### config.mk
export PLATFORM = sky130hd
export DESIGN_NAME = mm_top
export DESIGN_NICKNAME = d
export VERILOG_FILES = /design/src/verilog/mm_pkg.sv /design/src/verilog/mm_top.sv /design/src/verilog/mm_z_buffer.sv /design/src/verilog/mm_mac_engine.sv /design/src/verilog/mm_ctrl.sv /design/src/verilog/mm_reg_decode.sv
export SDC_FILE = /design/constraint.sdc
export NUM_CORES = 2
export LEC_CHECK = 0
export BUFFER_PORTS_ARGS = -buffer_cell sky130_fd_sc_hd__buf_2
export CAP_MARGIN = 20
export CORE_ASPECT_RATIO = 2
export CORE_UTILIZATION = 55
export CTS_CLUSTER_SIZE = 16
export DETAILED_ROUTE_END_ITERATION = 10
export PLACE_DENSITY_LB_ADDON = 0.05
export SETUP_SLACK_MARGIN = 0.02
export SYNTH_ARGS = -nofsm -noshare
export SYNTH_HDL_FRONTEND = slang
export SYNTH_SLANG_ARGS = --single-unit
### constraint.sdc
create_clock -name clk_i -period 20.4 [get_ports clk_i]
set_clock_uncertainty 0.2 [all_clocks]
set_input_delay 0 -clock clk_i [delete_from_list [all_inputs] [get_ports clk_i]]
set_output_delay 0 -clock clk_i [all_outputs]
set_load 0.02 [all_outputs]
### src/verilog/mm_pkg.sv
// Shared definitions for the matrix-vector multiply accelerator.
// Holds the operand and result types, the AXI4-Lite word types,
// the register map and the controller state encoding.
// Every RTL block refers to these by scoped name.

`default_nettype none

package mm_pkg;

  // Operand and result widths
  typedef logic signed [15:0] elem_t;
  typedef logic        [31:0] acc_t;

  // AXI4-Lite words
  typedef logic [11:0] axi_addr_t;
  typedef logic [31:0] axi_data_t;

  // Row index, wide enough for DIM up to 8
  typedef logic [2:0] row_idx_t;

  // Register map, byte addresses
  localparam axi_addr_t REG_CTRL   = 12'h000;
  localparam axi_addr_t REG_STATUS = 12'h004;
  localparam axi_addr_t W_BASE     = 12'h100;
  localparam axi_addr_t X_BASE     = 12'h200;
  localparam axi_addr_t Z_BASE     = 12'h300;

  // AXI response codes
  localparam logic [1:0] resp_okay   = 2'b00;
  localparam logic [1:0] resp_slverr = 2'b10;

  typedef enum logic [1:0] {IDLE, COMPUTING, DRAINING, FINISHED} ctrl_state_e;

endpackage

`default_nettype wire
### src/verilog/mm_top.sv
// Top level of the matrix-vector multiply accelerator.
// Exposes the AXI4-Lite slave and the job interrupt, and connects
// the register decode, controller, engine and result buffer.

`timescale 1ns/10ps
`default_nettype none

module mm_top #(
  parameter int unsigned DIM = 4
) (
  input  logic              clk_i,
  input  logic              rst_ni,
  input  logic              awvalid_i,
  input  mm_pkg::axi_addr_t awaddr_i,
  input  logic              wvalid_i,
  input  mm_pkg::axi_data_t wdata_i,
  input  logic              bready_i,
  input  logic              arvalid_i,
  input  mm_pkg::axi_addr_t araddr_i,
  input  logic              rready_i,
  output logic              awready_o,
  output logic              wready_o,
  output logic              bvalid_o,
  output logic [1:0]        bresp_o,
  output logic              arready_o,
  output logic              rvalid_o,
  output mm_pkg::axi_data_t rdata_o,
  output logic [1:0]        rresp_o,
  output logic              irq_o
);

  logic                        start;
  logic                        accumulate;
  logic                        clear;
  logic                        busy;
  logic                        done;
  logic                        issue_valid;
  mm_pkg::row_idx_t            issue_row;
  logic                        engine_acc;
  logic                        z_clear;
  logic                        res_valid;
  mm_pkg::row_idx_t            res_row;
  mm_pkg::acc_t                res_data;
  mm_pkg::elem_t [DIM*DIM-1:0] w_flat;
  mm_pkg::elem_t [DIM-1:0]     x_flat;
  mm_pkg::acc_t [DIM-1:0]      z_flat;
  mm_pkg::row_idx_t            z_rd_idx;
  mm_pkg::acc_t                z_rd_data;

  mm_reg_decode #(
    .DIM (DIM)
  ) i_decode (
    .clk_i        (clk_i),
    .rst_ni       (rst_ni),
    .awvalid_i    (awvalid_i),
    .awaddr_i     (awaddr_i),
    .wvalid_i     (wvalid_i),
    .wdata_i      (wdata_i),
    .bready_i     (bready_i),
    .arvalid_i    (arvalid_i),
    .araddr_i     (araddr_i),
    .rready_i     (rready_i),
    .busy_i       (busy),
    .done_i       (done),
    .z_rd_data_i  (z_rd_data),
    .awready_o    (awready_o),
    .wready_o     (wready_o),
    .bvalid_o     (bvalid_o),
    .bresp_o      (bresp_o),
    .arready_o    (arready_o),
    .rvalid_o     (rvalid_o),
    .rdata_o      (rdata_o),
    .rresp_o      (rresp_o),
    .start_o      (start),
    .accumulate_o (accumulate),
    .clear_o      (clear),
    .w_flat_o     (w_flat),
    .x_flat_o     (x_flat),
    .z_rd_idx_o   (z_rd_idx)
  );

  mm_ctrl #(
    .DIM (DIM)
  ) i_ctrl (
    .clk_i         (clk_i),
    .rst_ni        (rst_ni),
    .start_i       (start),
    .accumulate_i  (accumulate),
    .clear_i       (clear),
    .res_valid_i   (res_valid),
    .busy_o        (busy),
    .done_o        (done),
    .irq_o         (irq_o),
    .issue_valid_o (issue_valid),
    .issue_row_o   (issue_row),
    .accumulate_o  (engine_acc),
    .z_clear_o     (z_clear)
  );

  mm_mac_engine #(
    .DIM (DIM)
  ) i_engine (
    .clk_i         (clk_i),
    .rst_ni        (rst_ni),
    .issue_valid_i (issue_valid),
    .issue_row_i   (issue_row),
    .accumulate_i  (engine_acc),
    .w_flat_i      (w_flat),
    .x_flat_i      (x_flat),
    .z_flat_i      (z_flat),
    .res_valid_o   (res_valid),
    .res_row_o     (res_row),
    .res_data_o    (res_data)
  );

  mm_z_buffer #(
    .DIM (DIM)
  ) i_zbuf (
    .clk_i      (clk_i),
    .rst_ni     (rst_ni),
    .clear_i    (z_clear),
    .wr_valid_i (res_valid),
    .wr_row_i   (res_row),
    .wr_data_i  (res_data),
    .rd_idx_i   (z_rd_idx),
    .z_flat_o   (z_flat),
    .rd_data_o  (z_rd_data)
  );

endmodule

`default_nettype wire

### src/verilog/mm_z_buffer.sv
// Result buffer of the accelerator.
// Holds one accumulator word per row, written by engine results and
// zeroed by a clear. The whole array feeds the engine for accumulate
// mode and one entry is read back by the register decode.

`timescale 1ns/10ps
`default_nettype none

module mm_z_buffer #(
  parameter int unsigned DIM = 4
) (
  input  logic                   clk_i,
  input  logic                   rst_ni,
  input  logic                   clear_i,
  input  logic                   wr_valid_i,
  input  mm_pkg::row_idx_t       wr_row_i,
  input  mm_pkg::acc_t           wr_data_i,
  input  mm_pkg::row_idx_t       rd_idx_i,
  output mm_pkg::acc_t [DIM-1:0] z_flat_o,
  output mm_pkg::acc_t           rd_data_o
);

  mm_pkg::acc_t [DIM-1:0] z_q;

  always_ff @(posedge clk_i or negedge rst_ni) begin
    if (!rst_ni) begin
      z_q <= '0;
    end else if (clear_i) begin
      z_q <= '0;
    end else if (wr_valid_i) begin
      z_q[wr_row_i] <= wr_data_i;
    end
  end

  assign z_flat_o = z_q;

  // Indices past DIM read as zero
  assign rd_data_o = (rd_idx_i < DIM) ? z_q[rd_idx_i] : '0;

endmodule

`default_nettype wire

### src/verilog/mm_mac_engine.sv
// Execute engine of the accelerator.
// Stage 1 multiplies the issued W row by X and captures the previous
// Z entry when accumulating. Stage 2 adds everything up modulo 2^32.
// A new row can enter every cycle, so two rows are in flight.

`timescale 1ns/10ps
`default_nettype none

module mm_mac_engine #(
  parameter int unsigned DIM = 4
) (
  input  logic                        clk_i,
  input  logic                        rst_ni,
  input  logic                        issue_valid_i,
  input  mm_pkg::row_idx_t            issue_row_i,
  input  logic                        accumulate_i,
  input  mm_pkg::elem_t [DIM*DIM-1:0] w_flat_i,
  input  mm_pkg::elem_t [DIM-1:0]     x_flat_i,
  input  mm_pkg::acc_t [DIM-1:0]      z_flat_i,
  output logic                        res_valid_o,
  output mm_pkg::row_idx_t            res_row_o,
  output mm_pkg::acc_t                res_data_o
);

  mm_pkg::acc_t [DIM-1:0] prod;
  mm_pkg::acc_t [DIM-1:0] prod_q;
  mm_pkg::acc_t           prev_q;
  mm_pkg::row_idx_t       row_q;
  logic                   valid_q;
  mm_pkg::acc_t           sum;

  // Signed 16x16 products of the selected row
  always_comb begin
    for (int j = 0; j < DIM; j++) begin
      prod[j] = $signed(w_flat_i[issue_row_i*DIM + j]) * $signed(x_flat_i[j]);
    end
  end

  always_comb begin
    sum = prev_q;
    for (int j = 0; j < DIM; j++) begin
      sum = sum + prod_q[j];
    end
  end

  always_ff @(posedge clk_i or negedge rst_ni) begin
    if (!rst_ni) begin
      valid_q     <= 1'b0;
      res_valid_o <= 1'b0;
    end else begin
      valid_q     <= issue_valid_i;
      res_valid_o <= valid_q;
    end
  end

  // Pipeline payload
  always_ff @(posedge clk_i) begin
    prod_q     <= prod;
    prev_q     <= accumulate_i ? z_flat_i[issue_row_i] : '0;
    row_q      <= issue_row_i;
    res_row_o  <= row_q;
    res_data_o <= sum;
  end

endmodule

`default_nettype wire

### src/verilog/mm_ctrl.sv
// Job controller of the accelerator.
// On start it issues one W row per cycle to the engine, counts the
// results that retire, then pulses done and irq for one cycle.
// A clear request reaches the result buffer only while idle.

`timescale 1ns/10ps
`default_nettype none

module mm_ctrl #(
  parameter int unsigned DIM = 4
) (
  input  logic             clk_i,
  input  logic             rst_ni,
  input  logic             start_i,
  input  logic             accumulate_i,
  input  logic             clear_i,
  input  logic             res_valid_i,
  output logic             busy_o,
  output logic             done_o,
  output logic             irq_o,
  output logic             issue_valid_o,
  output mm_pkg::row_idx_t issue_row_o,
  output logic             accumulate_o,
  output logic             z_clear_o
);

  mm_pkg::ctrl_state_e state_q;
  mm_pkg::ctrl_state_e state_d;
  mm_pkg::row_idx_t    row_q;
  mm_pkg::row_idx_t    ret_q;
  logic                accumulate_q;

  always_comb begin
    state_d = state_q;
    case (state_q)
      mm_pkg::IDLE: begin
        if (start_i) begin
          state_d = mm_pkg::COMPUTING;
        end
      end
      mm_pkg::COMPUTING: begin
        if (row_q == mm_pkg::row_idx_t'(DIM - 1)) begin
          state_d = mm_pkg::DRAINING;
        end
      end
      mm_pkg::DRAINING: begin
        // Last result retires in this cycle
        if (res_valid_i && ret_q == mm_pkg::row_idx_t'(DIM - 1)) begin
          state_d = mm_pkg::FINISHED;
        end
      end
      default: begin
        state_d = mm_pkg::IDLE;
      end
    endcase
  end

  always_ff @(posedge clk_i or negedge rst_ni) begin
    if (!rst_ni) begin
      state_q      <= mm_pkg::IDLE;
      row_q        <= '0;
      ret_q        <= '0;
      accumulate_q <= 1'b0;
    end else begin
      state_q <= state_d;
      if (state_q == mm_pkg::IDLE && start_i) begin
        row_q        <= '0;
        ret_q        <= '0;
        accumulate_q <= accumulate_i;
      end else begin
        if (state_q == mm_pkg::COMPUTING) begin
          row_q <= row_q + 1'b1;
        end
        if (res_valid_i) begin
          ret_q <= ret_q + 1'b1;
        end
      end
    end
  end

  assign busy_o        = (state_q != mm_pkg::IDLE);
  assign done_o        = (state_q == mm_pkg::FINISHED);
  assign irq_o         = (state_q == mm_pkg::FINISHED);
  assign issue_valid_o = (state_q == mm_pkg::COMPUTING);
  assign issue_row_o   = row_q;
  assign accumulate_o  = accumulate_q;
  assign z_clear_o     = clear_i && (state_q == mm_pkg::IDLE);

endmodule

`default_nettype wire

### src/verilog/mm_reg_decode.sv
// AXI4-Lite slave of the accelerator.
// Accepts AW and W together, stores the W matrix and X vector,
// turns CTRL writes into start and clear pulses and serves
// STATUS, operand and Z reads. Errors answer with SLVERR.

`timescale 1ns/10ps
`default_nettype none

module mm_reg_decode #(
  parameter int unsigned DIM = 4
) (
  input  logic                             clk_i,
  input  logic                             rst_ni,
  input  logic                             awvalid_i,
  input  mm_pkg::axi_addr_t                awaddr_i,
  input  logic                             wvalid_i,
  input  mm_pkg::axi_data_t                wdata_i,
  input  logic                             bready_i,
  input  logic                             arvalid_i,
  input  mm_pkg::axi_addr_t                araddr_i,
  input  logic                             rready_i,
  input  logic                             busy_i,
  input  logic                             done_i,
  input  mm_pkg::acc_t                     z_rd_data_i,
  output logic                             awready_o,
  output logic                             wready_o,
  output logic                             bvalid_o,
  output logic [1:0]                       bresp_o,
  output logic                             arready_o,
  output logic                             rvalid_o,
  output mm_pkg::axi_data_t                rdata_o,
  output logic [1:0]                       rresp_o,
  output logic                             start_o,
  output logic                             accumulate_o,
  output logic                             clear_o,
  output mm_pkg::elem_t [DIM*DIM-1:0]      w_flat_o,
  output mm_pkg::elem_t [DIM-1:0]          x_flat_o,
  output mm_pkg::row_idx_t                 z_rd_idx_o
);

  logic                        wr_hs;
  logic                        rd_hs;
  logic                        idle;
  logic [5:0]                  aw_word;
  logic [5:0]                  ar_word;
  logic                        wr_ctrl;
  logic                        wr_w_en;
  logic                        wr_x_en;
  logic                        wr_err;
  mm_pkg::axi_data_t           rd_data;
  logic [1:0]                  rd_resp;
  logic                        bvalid_q;
  logic [1:0]                  bresp_q;
  logic                        rvalid_q;
  mm_pkg::axi_data_t           rdata_q;
  logic [1:0]                  rresp_q;
  logic                        start_q;
  logic                        accumulate_q;
  logic                        clear_q;
  logic                        done_q;
  mm_pkg::elem_t [DIM*DIM-1:0] w_q;
  mm_pkg::elem_t [DIM-1:0]     x_q;

  // A start still on its way to the controller counts as busy
  assign idle    = !busy_i && !start_q;
  assign wr_hs   = awvalid_i && wvalid_i && !bvalid_q;
  assign rd_hs   = arvalid_i && !rvalid_q;
  assign aw_word = awaddr_i[7:2];
  assign ar_word = araddr_i[7:2];

  always_comb begin
    wr_ctrl = 1'b0;
    wr_w_en = 1'b0;
    wr_x_en = 1'b0;
    wr_err  = 1'b1;
    if (awaddr_i == mm_pkg::REG_CTRL) begin
      wr_ctrl = 1'b1;
      wr_err  = 1'b0;
    end else if (awaddr_i[1:0] == 2'b00 && awaddr_i[11:8] == mm_pkg::W_BASE[11:8] &&
                 aw_word < DIM*DIM) begin
      wr_w_en = idle;
      wr_err  = !idle;
    end else if (awaddr_i[1:0] == 2'b00 && awaddr_i[11:8] == mm_pkg::X_BASE[11:8] &&
                 aw_word < DIM) begin
      wr_x_en = idle;
      wr_err  = !idle;
    end
  end

  always_comb begin
    rd_data = '0;
    rd_resp = mm_pkg::resp_slverr;
    if (araddr_i == mm_pkg::REG_CTRL) begin
      rd_resp = mm_pkg::resp_okay;
    end else if (araddr_i == mm_pkg::REG_STATUS) begin
      rd_data = {30'b0, done_q, busy_i};
      rd_resp = mm_pkg::resp_okay;
    end else if (araddr_i[1:0] == 2'b00) begin
      if (araddr_i[11:8] == mm_pkg::W_BASE[11:8] && ar_word < DIM*DIM) begin
        rd_data = {{16{w_q[ar_word][15]}}, w_q[ar_word]};
        rd_resp = mm_pkg::resp_okay;
      end else if (araddr_i[11:8] == mm_pkg::X_BASE[11:8] && ar_word < DIM) begin
        rd_data = {{16{x_q[ar_word][15]}}, x_q[ar_word]};
        rd_resp = mm_pkg::resp_okay;
      end else if (araddr_i[11:8] == mm_pkg::Z_BASE[11:8] && ar_word < DIM) begin
        rd_data = z_rd_data_i;
        rd_resp = mm_pkg::resp_okay;
      end
    end
  end

  // Write channel, operand storage and CTRL pulses
  always_ff @(posedge clk_i or negedge rst_ni) begin
    if (!rst_ni) begin
      bvalid_q     <= 1'b0;
      bresp_q      <= mm_pkg::resp_okay;
      start_q      <= 1'b0;
      clear_q      <= 1'b0;
      accumulate_q <= 1'b0;
      w_q          <= '0;
      x_q          <= '0;
    end else begin
      start_q <= 1'b0;
      clear_q <= 1'b0;
      if (wr_hs) begin
        bvalid_q <= 1'b1;
        bresp_q  <= wr_err ? mm_pkg::resp_slverr : mm_pkg::resp_okay;
        if (wr_ctrl && idle) begin
          start_q <= wdata_i[0];
          clear_q <= wdata_i[2];
          if (wdata_i[0]) begin
            accumulate_q <= wdata_i[1];
          end
        end
        if (wr_w_en) begin
          w_q[aw_word] <= wdata_i[15:0];
        end
        if (wr_x_en) begin
          x_q[aw_word] <= wdata_i[15:0];
        end
      end else if (bready_i) begin
        bvalid_q <= 1'b0;
      end
    end
  end

  // Read channel and sticky done flag
  always_ff @(posedge clk_i or negedge rst_ni) begin
    if (!rst_ni) begin
      rvalid_q <= 1'b0;
      rdata_q  <= '0;
      rresp_q  <= mm_pkg::resp_okay;
      done_q   <= 1'b0;
    end else begin
      if (rd_hs) begin
        rvalid_q <= 1'b1;
        rdata_q  <= rd_data;
        rresp_q  <= rd_resp;
      end else if (rready_i) begin
        rvalid_q <= 1'b0;
      end
      if (start_q) begin
        done_q <= 1'b0;
      end else if (done_i) begin
        done_q <= 1'b1;
      end
    end
  end

  assign awready_o    = wr_hs;
  assign wready_o     = wr_hs;
  assign bvalid_o     = bvalid_q;
  assign bresp_o      = bresp_q;
  assign arready_o    = !rvalid_q;
  assign rvalid_o     = rvalid_q;
  assign rdata_o      = rdata_q;
  assign rresp_o      = rresp_q;
  assign start_o      = start_q;
  assign accumulate_o = accumulate_q;
  assign clear_o      = clear_q;
  assign w_flat_o     = w_q;
  assign x_flat_o     = x_q;
  assign z_rd_idx_o   = araddr_i[4:2];

endmodule

`default_nettype wire

==> metrics.txt <==
final estimated routing congestion in global placement around 0.95; area share of the largest cell type after synthesis 0.317; Die Span X 258 um; max-capacitance violation count 0; Via Count approximately 50000; Worst setup EP type flop; vertical die dimension ~510 um; type of element launching the critical path flop; mean routed wirelength per cell 26.0 um; Setup-failing EPs final 0; count of pins over their slew limit 0; post_cts resized 0; setup repair after global routing missed its margin false; final-report hold violation count 0; share of synthesized registers carrying an async set or reset 0.716; count of yosys warnings during synthesis 0; predominant post-synthesis flop cell dfrtp_1; Buffers & Inverters on Critical Path 7; Largest stage delay, worst path 920 ps; via density per instance roughly 5.8; top cell type by total area after synthesis fa_1; hold path startpoint awaddr_i[9]; clock-pin slew on the worst setup and hold paths about 70 ps; largest net degree at the start of global routing between 150 and 200; crit path setup slack, layout 11250 ps; Total Negative Setup Slacks 0 ps; areal power density over the cells around 42 nW/um2; NumNets Final approximately 8300; number of antenna violations at the first check in global routing 9; number of synthesized flops with an enable pin 0; startpoint of the worst register-to-register path i_ctrl.issue_row_o[0]; Lkg Pwr between 30 and 40 nW; commonest non-fill, non-tap cells in the layout inv_1 (1200), fa_1 (1140), nand2_1 (829); Slew @ Worst Pin 1190 ps; hold path cells 5; floorplan core area ~130000 um2; R2R depth 23; drt first-iter violations about 3200; all-layer global routing usage 0.346; Met3 Routed Length between 10000 and 15000 um; endpoint of the most critical register-to-register path i_engine.prod_q[94]; Synth Instances between 6000 and 7000; highest clock frequency the design can meet ~110 MHz; wire length after detailed routing 221000 um; Post-Layout Inst Area between 70000 and 80000 um2; ordered list of cells on the worst path buf_4 > buf_4 > mux4_2 > and2_1 > fa_1 > inv_1 > fa_1 > fa_1 > inv_1 > fa_1 > fa_1 > inv_1 > fa_1 > inv_1 > ha_1 > nand3_1 > or4_1 > inv_1 > nand3_1 > a21boi_1 > a222oi_1 > a22oi_1 > xor2_1; post-synthesis cell area slightly above 70000 um2; I/O pin count approximately 110; capture endpoint of the worst hold path i_decode.x_flat_o[22]; flop-to-flop setup slack approximately 11000 ps; Met2 Wirelength approximately 120000 um; area of the die about 130000 um2; deepest level of the CTS H-tree 3; placed wire-length estimate roughly 170000 um; Worst Path Class, Setup reg2reg; maximum fanout encountered on the critical timing path 36; count of buffers from port buffering between 80 and 90; fraction of the yosys area taken by sequential cells 0.229; number of iterations in the first detailed-routing pass 6; path class of the lowest-slack min-delay path in2reg; Synth area leaders fa_1 (32%), dfrtp_1 (17%), mux4_2 (7.0%); Post-Place Setup Slack roughly 11000 ps; setup fix buffers added after clock tree synthesis 0; cell area reported after detailed placement ~74000 um2; mean cell area of the mapped netlist between 10 and 15 um2; wire length of the first global-routing pass roughly 330000 um; TritonCTS buffer count between 60 and 70; via count of the first global-routing pass between 50000 and 60000; Worst path most repeated cell fa_1; effective utilization at floorplan 0.555; filler-free cell count of the finished design ~8500; WP data arrival 9500 ps; residual antenna-violating net count after detailed routing 0; number of library cell types mapped by synthesis 80; relative slew slack 0.205; clock period minus final worst setup slack 9150 ps; status complete, no violations; maximum vdd ir drop just under 0.00007 V; DRC 0; Overflow after GRT 0; delay-heaviest family, CP adder cells; flops & latches, synth roughly 700; clock tree from TritonCTS done; final cycle utilization of the critical path 0.449; cell with the largest stage delay on the worst path mux4_2; placement row count 187; total number of clock tree sinks roughly 700; clock tree buffer depth 3; Final Core Density 0.592; cell at the root of the clock tree clkbuf_16; post-synthesis to final-layout area growth 6.66%; Max Used Layer met5; number of placed instances with taps included 8308; number of buffers inserted by hold repair at cts between 40 and 50; wl on met1 approximately 72000 um; CP Data Required Time 20750 ps; fraction of final layout cells with drive strength greater than 1 0.120; Clk Latency, worst-skew pair 700 ps; leading cell type in the layout, fill and taps excluded inv_1
[worst reg2reg max path: stages, from the launching register on]
cell	delay [ps]
dfrtp_4	640
buf_4	610
buf_4	730
mux4_2	1000
and2_1	330
fa_1	530
inv_1	60
fa_1	500
fa_1	510
inv_1	50
fa_1	520
fa_1	500
inv_1	50
fa_1	470
inv_1	40
ha_1	390
nand3_1	120
or4_1	500
inv_1	110
nand3_1	70
a21boi_1	370
a222oi_1	180
a22oi_1	210
xor2_1	370
[routing by layer]
metal,track usage,vias to the layer above
met5,0,-
met4,0.273,4
met3,0.0430,622
met2,0.626,1485
met1,0.360,26300
li1,-,21200
[registers in the layout, indices dropped and copies added, names as in the netlist, 2 cells and up]
signal,cells
i_engine.res_data_o,32
i_zbuf.z_flat_o,128
i_decode.w_flat_o,256
i_decode.rdata_o,32
i_engine.prod_q,128
i_engine.res_row_o,3
i_ctrl.state_q,2
i_decode.x_flat_o,64
i_engine.prev_q,32
i_ctrl.ret_q,3
i_ctrl.issue_row_o,3
i_engine.row_q,3
[worst max-delay path by stage]
stage                     slack (ps)                    to  depth (start not counted)             startpoint
after CTS                      11170  i_engine.prod_q[127]                         22  i_ctrl.issue_row_o[0]
after global routing           10710  i_engine.prod_q[127]                         22  i_ctrl.issue_row_o[0]
final                          11250   i_engine.prod_q[94]                         23  i_ctrl.issue_row_o[0]
after global placement         11170  i_engine.prod_q[127]                         23  i_ctrl.issue_row_o[0]
after floorplan                13040   i_engine.prod_q[89]                         24  i_ctrl.issue_row_o[0]
after detailed placement       11170  i_engine.prod_q[127]                         22  i_ctrl.issue_row_o[0]
[synth_stat cells (21+ instances only)]
master	number
clkbuf_1	259
mux4_2	224
mux2_1	30
mux2_2	293
xor2_1	34
nand2_1	830
nor3_1	27
and2_1	550
o21ai_0	88
nand2b_1	45
dfxtp_1	198
xnor2_1	132
o21ai_1	21
ha_1	368
dfrtp_1	499
nor2_1	146
buf_2	43
a21oi_1	266
a211oi_1	21
o21bai_1	24
a21o_1	55
inv_1	1200
fa_1	1140
nand3_1	36
[cell type report]
class / count / area, um2
inverter: 1201 / 4510
tap: 1701 / 2130
clock inverter: 30 / 455
antenna: 12 / 30.0
timing repair buffer: 200 / 1490
fill: 11300 / 52900
multi-input combinational: 4557 / 49700
sequential: 697 / 16500
clock buffer: 97 / 1950
[through the flow]
stage	power (W)	hold slack (ps)
after CTS	0.00321	36.9
after global routing	0.00327	43.8
after floorplan	0.00168	-496
final	0.00319	43.0
after global placement	0.00182	-23.9
after detailed placement	0.00183	-18.9
[where the power goes]
group | leakage, nW | switching [W] | internal [W]
clock | 1.16 | 0.000629 | 0.000751
combinational | 29.2 | 0.000243 | 0.000128
sequential | 8.54 | 0.0000383 | 0.00140
total | 38.9 | 0.000910 | 0.00228
[cells by family (layout without fill, tap and decap cells)]
logic type                 count (synthesis)  count (layout)  synth area share
and+or+nand+nor                         1724            1724             0.115
other                                      1              14         0.0000522
adders and majority gates               1508            1508             0.381
AOI/OAI and AO/OA                        605             605            0.0518
DFF                                      697             697             0.229
buffers and inverters                   1525            1528            0.0808
muxes                                    552             552             0.121
xor gates and xnor gates                 166             166            0.0202
Note: power is estimated with default switching activity, not from simulation.
